### config.mk
export PLATFORM = sky130hd
export DESIGN_NAME = video_top
export DESIGN_NICKNAME = d
export VERILOG_FILES = /design/src/hdl/video_pkg.sv /design/src/hdl/dram_strobe_gen.sv /design/src/hdl/fetch_window.sv /design/src/hdl/video_fetch.sv /design/src/hdl/pixel_shifter.sv /design/src/hdl/video_top.sv
export VERILOG_INCLUDE_DIRS = /design/src /design/src/include
export SDC_FILE = /design/constraint.sdc
export NUM_CORES = 1
export LEC_CHECK = 0
export ABC_CLOCK_PERIOD_IN_PS = 2500
export BUFFER_PORTS_ARGS = -buffer_cell sky130_fd_sc_hd__buf_2
export CAP_MARGIN = 25
export CORE_ASPECT_RATIO = 0.6
export CORE_MARGIN = 2
export CORE_UTILIZATION = 44
export CTS_CLUSTER_SIZE = 28
export DETAILED_ROUTE_END_ITERATION = 8
export PLACE_DENSITY_LB_ADDON = 0.2
export REMOVE_ABC_BUFFERS = 1
export SLEW_MARGIN = 20
export SYNTH_ARGS = -nofsm -noshare
export SYNTH_HDL_FRONTEND = slang
export SYNTH_SLANG_ARGS = --single-unit
### constraint.sdc
create_clock -name clk -period 2.5 [get_ports clk]
set_clock_uncertainty 0.15 [all_clocks]
set_input_delay 0.5 -clock clk [delete_from_list [all_inputs] [get_ports clk]]
set_output_delay 0.5 -clock clk [all_outputs]
set_load 0.02 [all_outputs]
### src/include/video_config.svh
`ifndef VIDEO_CONFIG_SVH
`define VIDEO_CONFIG_SVH

// line geometry in fetch periods of 16 dram cycles each
// one period is 64 clocks of the 28 MHz clock

// periods in one scan line
`define VIDEO_PERIODS_PER_LINE 6

// periods at the start of the line with the graphics window open
// must stay below VIDEO_PERIODS_PER_LINE
`define VIDEO_FETCH_PERIODS 4

// dram words collected per period
// the byte reorder in video_fetch is built for exactly four
`define VIDEO_WORDS_PER_PERIOD 4

`endif

### src/hdl/video_pkg.sv
package video_pkg;

	localparam int dram_word_w = 16; // arbiter data bus
	localparam int pic_word_w  = 64; // four dram words make one picture word
	localparam int pix_index_w = 4;  // colour index out of the shifter

	// pixel format of the shifter
	typedef enum logic
	{
		render_1bpp = 1'b0, // one bit per pixel, 64 pixels per word
		render_4bpp = 1'b1  // one nibble per pixel, held 4 clocks
	} render_mode_t;

	// graphics fetch window state
	typedef enum logic
	{
		win_idle  = 1'b0, // no data wanted this period
		win_fetch = 1'b1  // arbiter may deliver words
	} window_state_t;

endpackage

### src/hdl/dram_strobe_gen.sv
module dram_strobe_gen (
	input  logic clk,
	input  logic rst,
	output logic pre_cend, // phase 2, one clock ahead of cend
	output logic cend      // phase 3, end of a 7 MHz dram cycle
);

	logic [1:0] phase; // position inside the 4 clock dram cycle

	always_ff @(posedge clk)
	begin
		if (rst)
			phase <= 2'd0;
		else
			phase <= phase + 2'd1; // wraps every fourth clock
	end

	// plain decode, low while phase is held at 0 in reset
	assign pre_cend = (phase == 2'd2);
	assign cend     = (phase == 2'd3);

	// cend always preceded by pre_cend
	a_cend_after_pre : assert property (
		@(posedge clk) disable iff (rst)
		cend |-> $past(pre_cend)
	);

endmodule

### src/hdl/fetch_window.sv
`include "video_config.svh"

module fetch_window import video_pkg::*; (
	input  logic clk,
	input  logic rst,
	input  logic cend,         // dram cycle end strobe
	output logic fetch_gfx,    // graphics window, level
	output logic period_start  // cend that opens a fetch period
);

	localparam int period_w = $clog2(`VIDEO_PERIODS_PER_LINE);

	// window moves on the third cend of the period
	// same cend as ptr_clr in video_fetch, one cend after fetch_sync copied the buffer
	localparam logic [3:0] win_edge = 4'd2;

	logic [3:0]          cend_cnt;   // cends inside the period
	logic [period_w-1:0] period_cnt; // period index inside the line
	window_state_t       state;

	assign period_start = cend && (cend_cnt == 4'd0);

	always_ff @(posedge clk)
	begin
		if (rst)
		begin
			cend_cnt   <= 4'd0;
			period_cnt <= '0;
		end
		else if (cend)
		begin
			cend_cnt <= cend_cnt + 4'd1; // 16 cends per period
			if (cend_cnt == 4'hf) // last cend, step to next period
			begin
				if (period_cnt == period_w'(`VIDEO_PERIODS_PER_LINE - 1))
					period_cnt <= '0; // new line
				else
					period_cnt <= period_cnt + 1'b1;
			end
		end
	end

	// window fsm, only moves on the window edge cend
	always_ff @(posedge clk)
	begin
		if (rst)
			state <= win_idle;
		else if (cend && (cend_cnt == win_edge))
		begin
			case (state)
				win_idle:
					if (period_cnt == '0)
						state <= win_fetch; // line starts
				win_fetch:
					if (period_cnt == period_w'(`VIDEO_FETCH_PERIODS))
						state <= win_idle; // window length used up
				default:
					state <= win_idle;
			endcase
		end
	end

	assign fetch_gfx = (state == win_fetch);

	// window level only changes right after a cend
	a_gfx_on_cend : assert property (
		@(posedge clk) disable iff (rst)
		$changed(fetch_gfx) |-> $past(cend)
	);

endmodule

### src/hdl/video_fetch.sv
module video_fetch import video_pkg::*; (
	input  logic                   clk,
	input  logic                   rst,
	input  logic                   cend,         // dram cycle end
	input  logic                   pre_cend,     // one clock before cend
	input  logic                   period_start, // cend opening a period
	input  logic                   fetch_gfx,    // graphics window
	input  logic [dram_word_w-1:0] video_data,   // word from the arbiter
	input  logic                   video_strobe, // video_data valid, one clock
	output logic                   video_go,     // data request to the arbiter
	output logic                   fetch_sync,   // picture word handover
	output logic [pic_word_w-1:0]  pic_bits,     // reordered picture word
	output logic                   pic_valid     // pic_bits came from a full window period
);

	localparam int         words      = pic_word_w / dram_word_w;
	localparam logic [2:0] words_full = 3'(words);

	logic [3:0]             sync_ctr;  // cends since period_start
	logic                   ptr_clr;   // restarts the fill for a new window period
	logic [1:0]             fetch_ptr; // next buffer slot
	logic [2:0]             word_cnt;  // words taken since ptr_clr
	logic                   win_open;  // window seen open since ptr_clr
	logic [dram_word_w-1:0] fetch_data [words];

	// only the graphics window asks for data
	assign video_go = fetch_gfx;

	always_ff @(posedge clk)
	begin
		if (rst)
			sync_ctr <= 4'hf; // keeps sync pulses off until the first period
		else if (cend)
		begin
			if (period_start)
				sync_ctr <= 4'd0;
			else
				sync_ctr <= sync_ctr + 4'd1;
		end
	end

	// both pulses come out of pre_cend, so each sits on a cend
	always_ff @(posedge clk)
	begin
		if (rst)
		begin
			fetch_sync <= 1'b0;
			ptr_clr    <= 1'b0;
		end
		else
		begin
			fetch_sync <= pre_cend && (sync_ctr == 4'd0); // second cend of the period
			ptr_clr    <= pre_cend && (sync_ctr == 4'd1); // third cend, window moves here
		end
	end

	always_ff @(posedge clk)
	begin
		if (rst || ptr_clr)
		begin
			fetch_ptr <= 2'd0;
			word_cnt  <= 3'd0;
			win_open  <= 1'b0;
		end
		else
		begin
			if (video_strobe)
			begin
				fetch_ptr <= fetch_ptr + 2'd1;
				word_cnt  <= word_cnt + 3'd1;
			end
			if (fetch_gfx)
				win_open <= 1'b1;
		end
	end

	// word buffer
	always_ff @(posedge clk)
	begin
		if (video_strobe)
			fetch_data[fetch_ptr] <= video_data;
	end

	// high byte of word k is picture byte 2k, low byte is 2k+1
	always_ff @(posedge clk)
	begin
		if (fetch_sync)
		begin
			for (int k = 0; k < words; k++)
			begin
				pic_bits[16*k +: 8]     <= fetch_data[k][15:8];
				pic_bits[16*k + 8 +: 8] <= fetch_data[k][7:0];
			end
		end
	end

	always_ff @(posedge clk)
	begin
		if (rst)
			pic_valid <= 1'b0;
		else if (fetch_sync)
			pic_valid <= win_open && (word_cnt == words_full); // all words in a window period
	end

	// no back-pressure, a fifth word would overwrite slot 0
	a_no_ptr_wrap : assert property (
		@(posedge clk) disable iff (rst)
		video_strobe |-> (word_cnt < words_full)
	);

	// arbiter answers requests only
	a_strobe_in_window : assert property (
		@(posedge clk) disable iff (rst)
		video_strobe |-> video_go
	);

endmodule

### src/hdl/pixel_shifter.sv
module pixel_shifter import video_pkg::*; (
	input  logic                   clk,
	input  logic                   rst,
	input  render_mode_t           mode,       // pixel format request
	input  logic                   fetch_sync, // new picture word next clock
	input  logic [pic_word_w-1:0]  pic_bits,
	input  logic                   pic_valid,
	output logic [pix_index_w-1:0] pix_index,  // colour index
	output logic                   pix_valid
);

	logic [pic_word_w-1:0] shift_reg; // pixel 0 sits in the low bits
	logic [5:0]            pix_cnt;   // clock within the 64 clock word
	logic                  run;       // word being shifted out
	logic                  word_ok;   // current word is real picture data
	logic                  load;      // clock after fetch_sync, pic_bits settled
	logic                  step;      // shift this clock
	render_mode_t          mode_next; // mode taken at fetch_sync
	render_mode_t          cur_mode;  // mode of the word being shifted

	// every clock in 1bpp, every fourth clock in 4bpp
	assign step = (cur_mode == render_1bpp) || (pix_cnt[1:0] == 2'b11);

	always_ff @(posedge clk)
	begin
		if (rst)
		begin
			load      <= 1'b0;
			run       <= 1'b0;
			word_ok   <= 1'b0;
			pix_cnt   <= 6'd0;
			mode_next <= render_1bpp;
			cur_mode  <= render_1bpp;
		end
		else
		begin
			load <= fetch_sync;
			if (fetch_sync)
				mode_next <= mode; // held until the word boundary
			if (load)
			begin
				run      <= 1'b1;
				word_ok  <= pic_valid;
				pix_cnt  <= 6'd0;
				cur_mode <= mode_next;
			end
			else if (run)
			begin
				pix_cnt <= pix_cnt + 6'd1;
				if (pix_cnt == 6'd63)
					run <= 1'b0; // no follow-up word, go idle
			end
		end
	end

	// payload, no reset
	always_ff @(posedge clk)
	begin
		if (load)
			shift_reg <= pic_bits;
		else if (run && step)
		begin
			if (cur_mode == render_1bpp)
				shift_reg <= shift_reg >> 1;
			else
				shift_reg <= shift_reg >> 4;
		end
	end

	always_comb
	begin
		if (cur_mode == render_1bpp)
			pix_index = {{(pix_index_w - 1){1'b0}}, shift_reg[0]}; // zero extended bit
		else
			pix_index = shift_reg[pix_index_w-1:0]; // low nibble
	end

	assign pix_valid = run && word_ok;

	// words arrive exactly at the end of the previous one, or into an idle shifter
	a_sync_on_boundary : assert property (
		@(posedge clk) disable iff (rst)
		fetch_sync |=> (!run || (pix_cnt == 6'd63))
	);

endmodule

### src/hdl/video_top.sv
module video_top import video_pkg::*; (
	input  logic                   clk,          // 28 MHz
	input  logic                   rst,
	input  render_mode_t           mode,         // pixel format, used from the next word on
	input  logic [dram_word_w-1:0] video_data,   // arbiter read data
	input  logic                   video_strobe, // one pulse per delivered word
	output logic                   video_go,     // fetch request to the arbiter
	output logic                   cend,         // dram cycle strobes for the arbiter
	output logic                   pre_cend,
	output logic [pix_index_w-1:0] pix_index,
	output logic                   pix_valid
);

	logic                  fetch_gfx;
	logic                  period_start;
	logic                  fetch_sync;
	logic [pic_word_w-1:0] pic_bits;
	logic                  pic_valid;

	// 7 MHz dram cycle strobes
	dram_strobe_gen u_strobe (
		.clk      (clk),
		.rst      (rst),
		.pre_cend (pre_cend),
		.cend     (cend)
	);

	// periods and graphics window
	fetch_window u_window (
		.clk          (clk),
		.rst          (rst),
		.cend         (cend),
		.fetch_gfx    (fetch_gfx),
		.period_start (period_start)
	);

	// word collection and byte reorder
	video_fetch u_fetch (
		.clk          (clk),
		.rst          (rst),
		.cend         (cend),
		.pre_cend     (pre_cend),
		.period_start (period_start),
		.fetch_gfx    (fetch_gfx),
		.video_data   (video_data),
		.video_strobe (video_strobe),
		.video_go     (video_go),
		.fetch_sync   (fetch_sync),
		.pic_bits     (pic_bits),
		.pic_valid    (pic_valid)
	);

	// picture word to colour indices
	pixel_shifter u_shifter (
		.clk        (clk),
		.rst        (rst),
		.mode       (mode),
		.fetch_sync (fetch_sync),
		.pic_bits   (pic_bits),
		.pic_valid  (pic_valid),
		.pix_index  (pix_index),
		.pix_valid  (pix_valid)
	);

endmodule

==> results.yml, run 1 <==
outcome:
  status: "finished clean"
routing:
  drcViolationCount: 0
  wl_met3_microns: 858
  wirelength_microns: 16400
  highest-signal-layer: "met4"
  drtIter0Drc: 413
  first_pass_iters: 4
  ant_nets: 0
  wl_met1_microns: 8750
  vias: 4455
  via_per_inst: 5.06
  wl_per_cell_microns: 18.6
  wl_met2_microns: 6520
synth:
  synth_warnings: 0
  synth_area_per_cell_sq_um: 15.2
  synth_cell_types: 34
  synth_top_area_share: 0.671
  syn_area_sq_um: 8590
  synth_cells: 566
  synth_seq_cells: 226
  yosys-top-cells-area: "edfxtp_1 67%, dfxtp_1 7.9%, mux2i_1 7.8%"
  synth_top_area_cell: "edfxtp_1"
  synth-seq-area-share: 0.750
clock_tree:
  cts_sinks: 226
  cts.htree.levels: 1
  cts_buffers: 21
  clock_latency_ns: 0.50
  root_buffer: "clkbuf_16"
  postCtsHoldBufs: 0
  post_cts_resized: 0
  postCtsSetupBuffers: 0
  cts_buffer_depth: 3
  clk_pin_slew_ns: 0.06
  cts_tree: "built"
critical_path:
  cp_cell_sequence: "ha_1, buf_2"
  crit_path_start_kind: "register"
  worstPathArrival_ns: 1.56
  crit_fanout: 13
  endpoint: "cend"
  timing.rr.start: "u_shifter.pix_cnt[0]"
  rr_worst_depth: 4
  cp_slowest_cell: "ha_1"
  crit_start: "u_strobe.phase[0]"
  end_kind: "output pin"
  r2r-end: "u_shifter.shift_reg[63]"
  required_ns: 1.85
  critPathKind: "reg -> out"
  rrSetupSlack_ns: 0.46
  cpPeakStageDelay_ns: 0.46
global_routing:
  overflow: 0
  antenna_found_initial: 0
  grt_pass1_wl_microns: 25600
  grt_max_degree: 77
  first_global_vias: 4276
  grt_usage: 0.164
floorplan:
  start_util: 0.450
  die_h_microns: 112
  boundaryPins: 28
  core_area_sq_um: 19100
  die_x_microns: 184
  die_area_sq_um: 20700
  row_count: 39
final_layout:
  layout.nets: 634
  multiInputGateArea_sq_um: 1960
  diodes: 0
  nFillCells: 1599
  final_cells: 880
  final-seq-area_sq_um: 6450
  layout-drive-gt1-share: 0.124
  area_growth_pct: 12.5
placement:
  gp_congestion: 0.776
  dp_hpwl_microns: 10800
  port_buffers: 27
  dp_cells: 842
timing:
  min_period_over_period: 0.882
  worst_slew_pin_slew_ns: 0.856
  slew_viol_final: 0
  post-route-min-period_ns: 2.21
  rsz0062_at_grt: "no"
  finalHoldViolations: 0
  timing.setup.tns_ns: 0
  clock.fmax_ghz: 0.453
  relSlewSlack: 0.430
  finalSetupViolCount: 0
  whs_ns: 0.0938
job:
  max-cap-violations: 0
hold_path:
  hold_path_class: "in -> reg"
  min_from: "video_data[2]"
pwr:
  powerDensity_nw_per_um2: 757
  vdd_drop_max_mv: 0.421
  power.static_leakage_nw: 3.07
[power by group]
part / internal (W) / switching, W
Clock: 0.00172 / 0.00132
Combinational: 0.0000462 / 0.0000945
Sequential: 0.00412 / 0.0000242
Total: 0.00589 / 0.00144
[layout make-up]
class / instances / area share
Clock buffer: 28 / 0.0591
Clock inverter: 10 / 0.00802
Inverter: 14 / 0.00544
Multi-Input combinational cell: 298 / 0.203
Sequential cell: 226 / 0.668
Tap cell: 266 / 0.0344
Timing Repair Buffer: 38 / 0.0225
[logic make-up after synthesis]
family	synth area share
DFF	0.750
AOI/OAI and AO/OA	0.0510
buffers and inverters	0.0217
and+or+nand+nor	0.0658
xor gates and xnor gates	0.0112
muxes	0.0781
adders and majority gates	0.0218
[per-stage QoR]
stage                     worst slack [ns]  total power, W  instance area [sq um]   util
after global placement               0.508         0.00436                   9020  0.473
after CTS                            0.262         0.00739                   9670  0.507
final                                0.295         0.00732                   9670  0.507
after detailed placement             0.451         0.00437                   9020  0.473
after floorplan                      -1.93         0.00429                   8460      -
after global routing                 0.181         0.00755                   9670  0.507
[Yosys cell counts]
master / n
nand3_1: 1
nand4_2: 1
a22o_1: 3
xor2_1: 7
nand2b_1: 1
or3_1: 1
or4_1: 1
mux2i_1: 67
dfxtp_1: 34
nand2_1: 70
inv_1: 14
nor3b_1: 2
a21oi_1: 8
o21ai_0: 66
a211o_1: 1
clkbuf_1: 17
buf_2: 5
nor4b_1: 2
buf_4: 6
and4_2: 1
nor3b_2: 1
nand4b_1: 1
ha_1: 15
a22oi_1: 1
nor2_1: 22
or2_2: 1
nor2b_1: 2
o221ai_1: 1
xnor2_1: 4
edfxtp_1: 192
o31ai_1: 1
a311oi_1: 1
and2_1: 11
nand4_1: 5
[worst max-delay path: cells and delay by family (launching register included)]
kind,cells,cell delay (ns)
buffers and inverters,1,0.25
adders and majority gates,1,0.46
DFF,1,0.35
[metal layers]
layer | GRT usage | up-vias
met5 | 0 | -
met3 | 0.0289 | 24
met1 | 0.289 | 2184
met2 | 0.205 | 110
met4 | 0.0315 | 0
li1 | - | 2137
[how the worst min path moves through the flow]
stage	endpoint	depth (start not counted)
after global placement	u_fetch.pic_bits[3]	0
final	u_fetch.fetch_data[2][2]	1
after detailed placement	u_fetch.pic_bits[16]	0
after CTS	u_fetch.fetch_data[2][2]	1
after global routing	u_fetch.fetch_data[2][2]	1
after floorplan	u_fetch.pic_bits[0]	0
[cell usage in the layout (no fill, tap or decap), types with 2 or more instances in the layout]
cell	n
edfxtp_1	192
nand2_1	69
mux2i_1	67
o21ai_0	66
dfxtp_1	31
buf_2	27
nor2_1	22
clkbuf_16	21
ha_1	15
inv_1	14
and2_1	11
buf_4	11
a21oi_1	8
xor2_1	7
nand4_1	5
clkbuf_1	5
xnor2_1	4
clkinv_2	4
a22o_1	3
clkinv_1	3
nor2b_1	2
nor3b_1	2
nor4b_1	2
clkbuf_8	2
dfxtp_4	2
(Power assumes the default switching activity.)
==> inputs of run 2 (changes only) <==
--- a/config.mk
+++ b/config.mk
@@ -19,4 +19,5 @@
 export SLEW_MARGIN = 20
 export SYNTH_ARGS = -nofsm -noshare
 export SYNTH_HDL_FRONTEND = slang
+export SYNTH_HIERARCHICAL = 1
 export SYNTH_SLANG_ARGS = --single-unit
==> run 2 against run 1 <==
Net effect:
- first-iteration DRC count is 15% lower
- clock-buffer cell count is 2 lower
- final area is 0.74% higher
- synthesized cell count down 0.71%
- critical path depth unchanged
- worst hold slack got worse by 0.013 ns
- die area grew 0.57%
- sequential power barely moved
- clock power up 6%
- wire length is 3.8% lower
- critical endpoint unchanged
- highest routed layer unchanged
==> results.yml, run 2 <==
outcome:
  status: "finished clean"
routing:
  drtIter0Drc: 352
  first_pass_iters: 4
  wl_per_cell_microns: 18.0
  wirelength_microns: 15700
  via_per_inst: 5.05
  drcViolationCount: 0
  ant_nets: 0
  vias: 4413
timing:
  rsz0062_at_grt: "no"
  relSlewSlack: 0.576
  timing.setup.tns_ns: 0
  slew_viol_final: 0
  finalHoldViolations: 0
  finalSetupViolCount: 0
  worst_slew_pin_slew_ns: 0.636
  post-route-min-period_ns: 2.13
  clock.fmax_ghz: 0.469
  min_period_over_period: 0.853
pwr:
  finalPower_w: 0.00749
  swShare: 0.192
  internal_power_w: 0.00605
  powerDensity_nw_per_um2: 769
  pwr-share-comb: 0.018
  vdd_drop_max_mv: 0.622
  seqPwrFrac: 0.554
  pwr-share-clk: 0.427
  p_switching_w: 0.00144
  power.static_leakage_nw: 3.11
floorplan:
  die_x_microns: 185
  core_area_sq_um: 19100
  row_count: 39
  die_h_microns: 113
  die_area_sq_um: 20800
  start_util: 0.452
  boundaryPins: 28
placement:
  port_buffers: 27
  dp_hpwl_microns: 10100
  gp_congestion: 0.739
  dp_cells: 836
  dpl-instance-area_sq_um: 9040
job:
  max-cap-violations: 0
synth:
  ys_top_cells_by_count: "192 x edfxtp_1, 67 x mux2i_1, 64 x nand2_1, 57 x o21ai_0, 34 x dfxtp_1"
  yosys-top-cells-area: "edfxtp_1 67%, dfxtp_1 7.9%, mux2i_1 7.8%"
  synth_cells: 562
  synth_top_area_share: 0.667
  synth_top_area_cell: "edfxtp_1"
  synth_edf_count: 192
  synth_warnings: 6
  synthFlopType: "edfxtp_1"
  synth_seq_cells: 226
  synth_most_common_cell: "edfxtp_1"
  async_flop_share: 0
  synth_cell_types: 38
  synth-seq-area-share: 0.746
  synth_area_per_cell_sq_um: 15.4
  syn_area_sq_um: 8640
critical_path:
  critPathKind: "reg -> out"
  required_ns: 1.85
  worstPathArrival_ns: 1.48
  rr_worst_depth: 5
  end_kind: "output pin"
  crit_fanout: 10
  crit_path_start_kind: "register"
clock_tree:
  root_buffer: "clkbuf_16"
  post_cts_resized: 0
  cts_buffer_depth: 3
  clk_pin_slew_ns: 0.06
  cts_tree: "built"
  cts.htree.levels: 1
  cts_buffers: 22
  clock_latency_ns: 0.50
  postCtsSetupBuffers: 0
  postCtsHoldBufs: 0
  cts_sinks: 226
final_layout:
  final_cell_mix: "192 x edfxtp_1, 67 x mux2i_1, 64 x nand2_1, 57 x o21ai_0, 31 x dfxtp_1"
  final_cells: 874
  final_common_cell: "edfxtp_1"
  layout.nets: 629
  fin_area_sq_um: 9740
  layout-drive-gt1-share: 0.125
  diodes: 0
  area_growth_pct: 12.7
global_routing:
  overflow: 0
  grt_max_degree: 70
  grt_pass1_wl_microns: 24700
  first_global_vias: 4340
  antenna_found_initial: 0
  grt_usage: 0.156
hold_path:
  hold_path_class: "in -> reg"
  hold_depth: 3
-- run 2: cell count changes in the layout (fill, tap and decap cells not counted), moves of 3 or more --
| cell | delta |
|---|---|
| o21ai_0 | -9 |
| nor2_1 | +3 |
| o21ai_1 | +8 |
| inv_1 | -3 |
| a221o_1 | +3 |
| buf_4 | -4 |
| buf_12 | +3 |
| nand2_1 | -5 |
-- run 2: path summary, 6_finish.rpt --
path / startpoint / end / slack (ns)
worst max-delay path: u_strobe/phase[0] / cend / 0.37
worst min-delay path: mode / u_shifter/mode_next / 0.08
worst max register to register: u_strobe/phase[0] / u_fetch/sync_ctr[2] / 0.46
worst min register to register: u_fetch/fetch_data[1][2] / u_fetch/pic_bits[26] / 0.26
-- run 2: cell type report --
class	count	area, sq um
flip-flops and latches	226	6450
well taps	266	333
fillers	1610	9390
repair buffers	37	248
inverters	11	41.3
clock inverters	12	110
clock buffers	26	587
multi-input cells	296	1970
-- run 2: cell families after synthesis --
family,count (synthesis),share of synthesized area
flops,226,0.746
simple gates,123,0.0665
compound gates,80,0.0504
mux,67,0.0776
buf+inv,40,0.0266
fa+ha+maj,15,0.0217
xor+xnor,11,0.0111
-- run 2: worst max-delay path: stages, from the launching register on --
cell     delay [ns]
dfxtp_1        0.36
ha_1           0.38
buf_2          0.24
-- run 2: per-stage QoR --
stage,hold WS [ns],setup WS (ns),util
global route,0.0768,0.289,0.509
finish,0.0808,0.368,0.509
global placement,0.251,0.543,0.473
detailed placement,0.255,0.509,0.473
floorplan,0.250,-1.59,-
CTS,0.0724,0.341,0.509
-- run 2: power groups by stage --
stage,Combinational (W),Sequential (W),Clock [W]
finish,0.000138,0.00415,0.00320
global route,0.000153,0.00415,0.00341
CTS,0.000141,0.00415,0.00328
floorplan,0.0000669,0.00422,0
detailed placement,0.000141,0.00423,0
global placement,0.000132,0.00423,0
-- run 2: layer usage --
metal,vias up,part of all wire,GRT usage
met5,-,0,0
met4,0,0.018,0.0360
met3,25,0.045,0.0302
met2,83,0.40,0.208
met1,2185,0.54,0.258
li1,2120,-,-
==> inputs of run 3 (changes only) <==
--- a/config.mk
+++ b/config.mk
@@ -11,7 +11,7 @@
 export CAP_MARGIN = 25
 export CORE_ASPECT_RATIO = 0.6
 export CORE_MARGIN = 2
-export CORE_UTILIZATION = 44
+export CORE_UTILIZATION = 30
 export CTS_CLUSTER_SIZE = 28
 export DETAILED_ROUTE_END_ITERATION = 8
 export PLACE_DENSITY_LB_ADDON = 0.2
==> run 3 against run 2 <==
Net effect:
- sequential power hardly changed
- combinational power increased by 9%
- worst setup slack improved by 0.11 ns
- final area grew 2.1%
- sequential share of layout area down 1.4 points
- highest routed layer unchanged
==> results.yml, run 3 (synthesis gave the netlist of run 2 again) <==
hold_path:
  hold_path_class: "in -> reg"
  min_from: "mode"
  hold_depth: 3
  hold-path-endpoint: "u_shifter/mode_next"
final_layout:
  final_cell_mix: "192 x edfxtp_1, 67 x mux2i_1, 64 x nand2_1, 57 x o21ai_0, 31 x dfxtp_1"
  area_growth_pct: 15.1
  fin_area_sq_um: 9940
  nFillCells: 2721
  multiInputGateArea_sq_um: 1970
  layout.nets: 630
  final_common_cell: "edfxtp_1"
  final-seq-area_sq_um: 6450
  layout-drive-gt1-share: 0.133
routing:
  vias: 4436
  via_per_inst: 4.49
  wl_per_cell_microns: 17.6
  drcViolationCount: 0
  drtIter0Drc: 320
  ant_nets: 0
  wirelength_microns: 17300
  first_pass_iters: 4
clock_tree:
  clock_latency_ns: 0.50
  clk_pin_slew_ns: 0.06
  post_cts_resized: 0
  cts_buffer_depth: 3
  cts.htree.levels: 1
  cts_tree: "built"
  root_buffer: "clkbuf_16"
  cts_sinks: 226
  postCtsSetupBuffers: 0
  postCtsHoldBufs: 0
  cts_buffers: 22
floorplan:
  die_x_microns: 223
  row_count: 48
  die_area_sq_um: 30200
  core_area_sq_um: 28500
  boundaryPins: 28
  die_h_microns: 135
  start_util: 0.303
pwr:
  internal_power_w: 0.00618
  p_switching_w: 0.00151
  pwr-share-clk: 0.442
  vdd_drop_max_mv: 0.369
  pwr-share-comb: 0.019
  power.static_leakage_nw: 3.14
  powerDensity_nw_per_um2: 774
  swShare: 0.197
  seqPwrFrac: 0.539
timing:
  slew_viol_final: 0
  whs_ns: 0.104
  relSlewSlack: 0.697
  finalHoldViolations: 0
  clock.fmax_ghz: 0.495
  rsz0062_at_grt: "no"
  finalSetupViolCount: 0
  worst_slew_pin_slew_ns: 0.454
  post-route-min-period_ns: 2.02
  min_period_over_period: 0.807
  timing.setup.tns_ns: 0
critical_path:
  end_kind: "output pin"
  r2r-end: "u_shifter/shift_reg[17]"
  worstPathArrival_ns: 1.37
  timing.rr.start: "u_shifter/pix_cnt[0]"
  critPathKind: "reg -> out"
  required_ns: 1.85
  rrSetupSlack_ns: 0.77
  rr_worst_depth: 4
  crit_path_start_kind: "register"
  crit_fanout: 9
outcome:
  status: "finished clean"
global_routing:
  met3_usage: 0.0230
  first_global_vias: 4369
  antenna_found_initial: 0
  overflow: 0
  grt_usage: 0.116
  use_met1: 0.186
  met2_usage: 0.160
  grt_pass1_wl_microns: 26700
  top_usage_layer: "met1"
  grt_max_degree: 78
placement:
  gp_congestion: 0.738
  dpl-instance-area_sq_um: 9200
  port_buffers: 27
  dp_hpwl_microns: 11000
job:
  max-cap-violations: 0
==> run 3: power by group through the flow <==
stage	sequential (W)	clock [W]	combinational, W
6_report	0.00415	0.00340	0.000150
5_1_grt	0.00415	0.00364	0.000170
4_1_cts	0.00415	0.00349	0.000156
3_5_place_dp	0.00423	0	0.000155
3_3_place_gp	0.00423	0	0.000149
2_1_floorplan	0.00422	0	0.0000669
==> run 3: cell type report <==
type / instances / share of cell area
flip-flops and latches: 226 / 0.649
multi-input cells: 296 / 0.198
clock buffers: 32 / 0.0653
well taps: 375 / 0.0472
repair buffers: 38 / 0.0269
clock inverters: 8 / 0.00931
inverters: 11 / 0.00415
diodes: 1 / 0.000252
==> run 3: through the flow <==
stage | total power, W | setup slack [ns] | instances | utilization
floorplan | 0.00429 | -1.59 | 533 | -
global placement | 0.00437 | 0.806 | 946 | 0.322
detailed placement | 0.00438 | 0.771 | 946 | 0.322
CTS | 0.00780 | 0.434 | 986 | 0.348
global route | 0.00796 | 0.392 | 986 | 0.348
finish | 0.00769 | 0.482 | 987 | 0.349
==> run 3: worst max path at each step <==
| stage | startpoint | to | slack, ns |
|---|---|---|---|
| final | u_strobe/phase[0] | cend | 0.48 |
| after CTS | u_shifter/run | pix_valid | 0.43 |
| after floorplan | u_shifter/load | u_shifter/shift_reg[0] | -1.59 |
| after detailed placement | u_shifter/pix_cnt[1] | u_shifter/shift_reg[40] | 0.77 |
| after global placement | u_strobe/phase[0] | u_fetch/sync_ctr[2] | 0.81 |
| after global routing | u_shifter/run | pix_valid | 0.39 |
==> run 3: critical path, stage by stage (launching register included) <==
cell,delay (ns)
dfxtp_1,0.35
ha_1,0.17
buf_4,0.17
buf_2,0.18
==> run 3: per-layer routing <==
metal  part of all wire  vias to the layer above
met5                  0                        -
met4              0.016                        0
met3              0.044                       21
met2               0.39                       66
met1               0.55                     2212
li1                   -                     2137
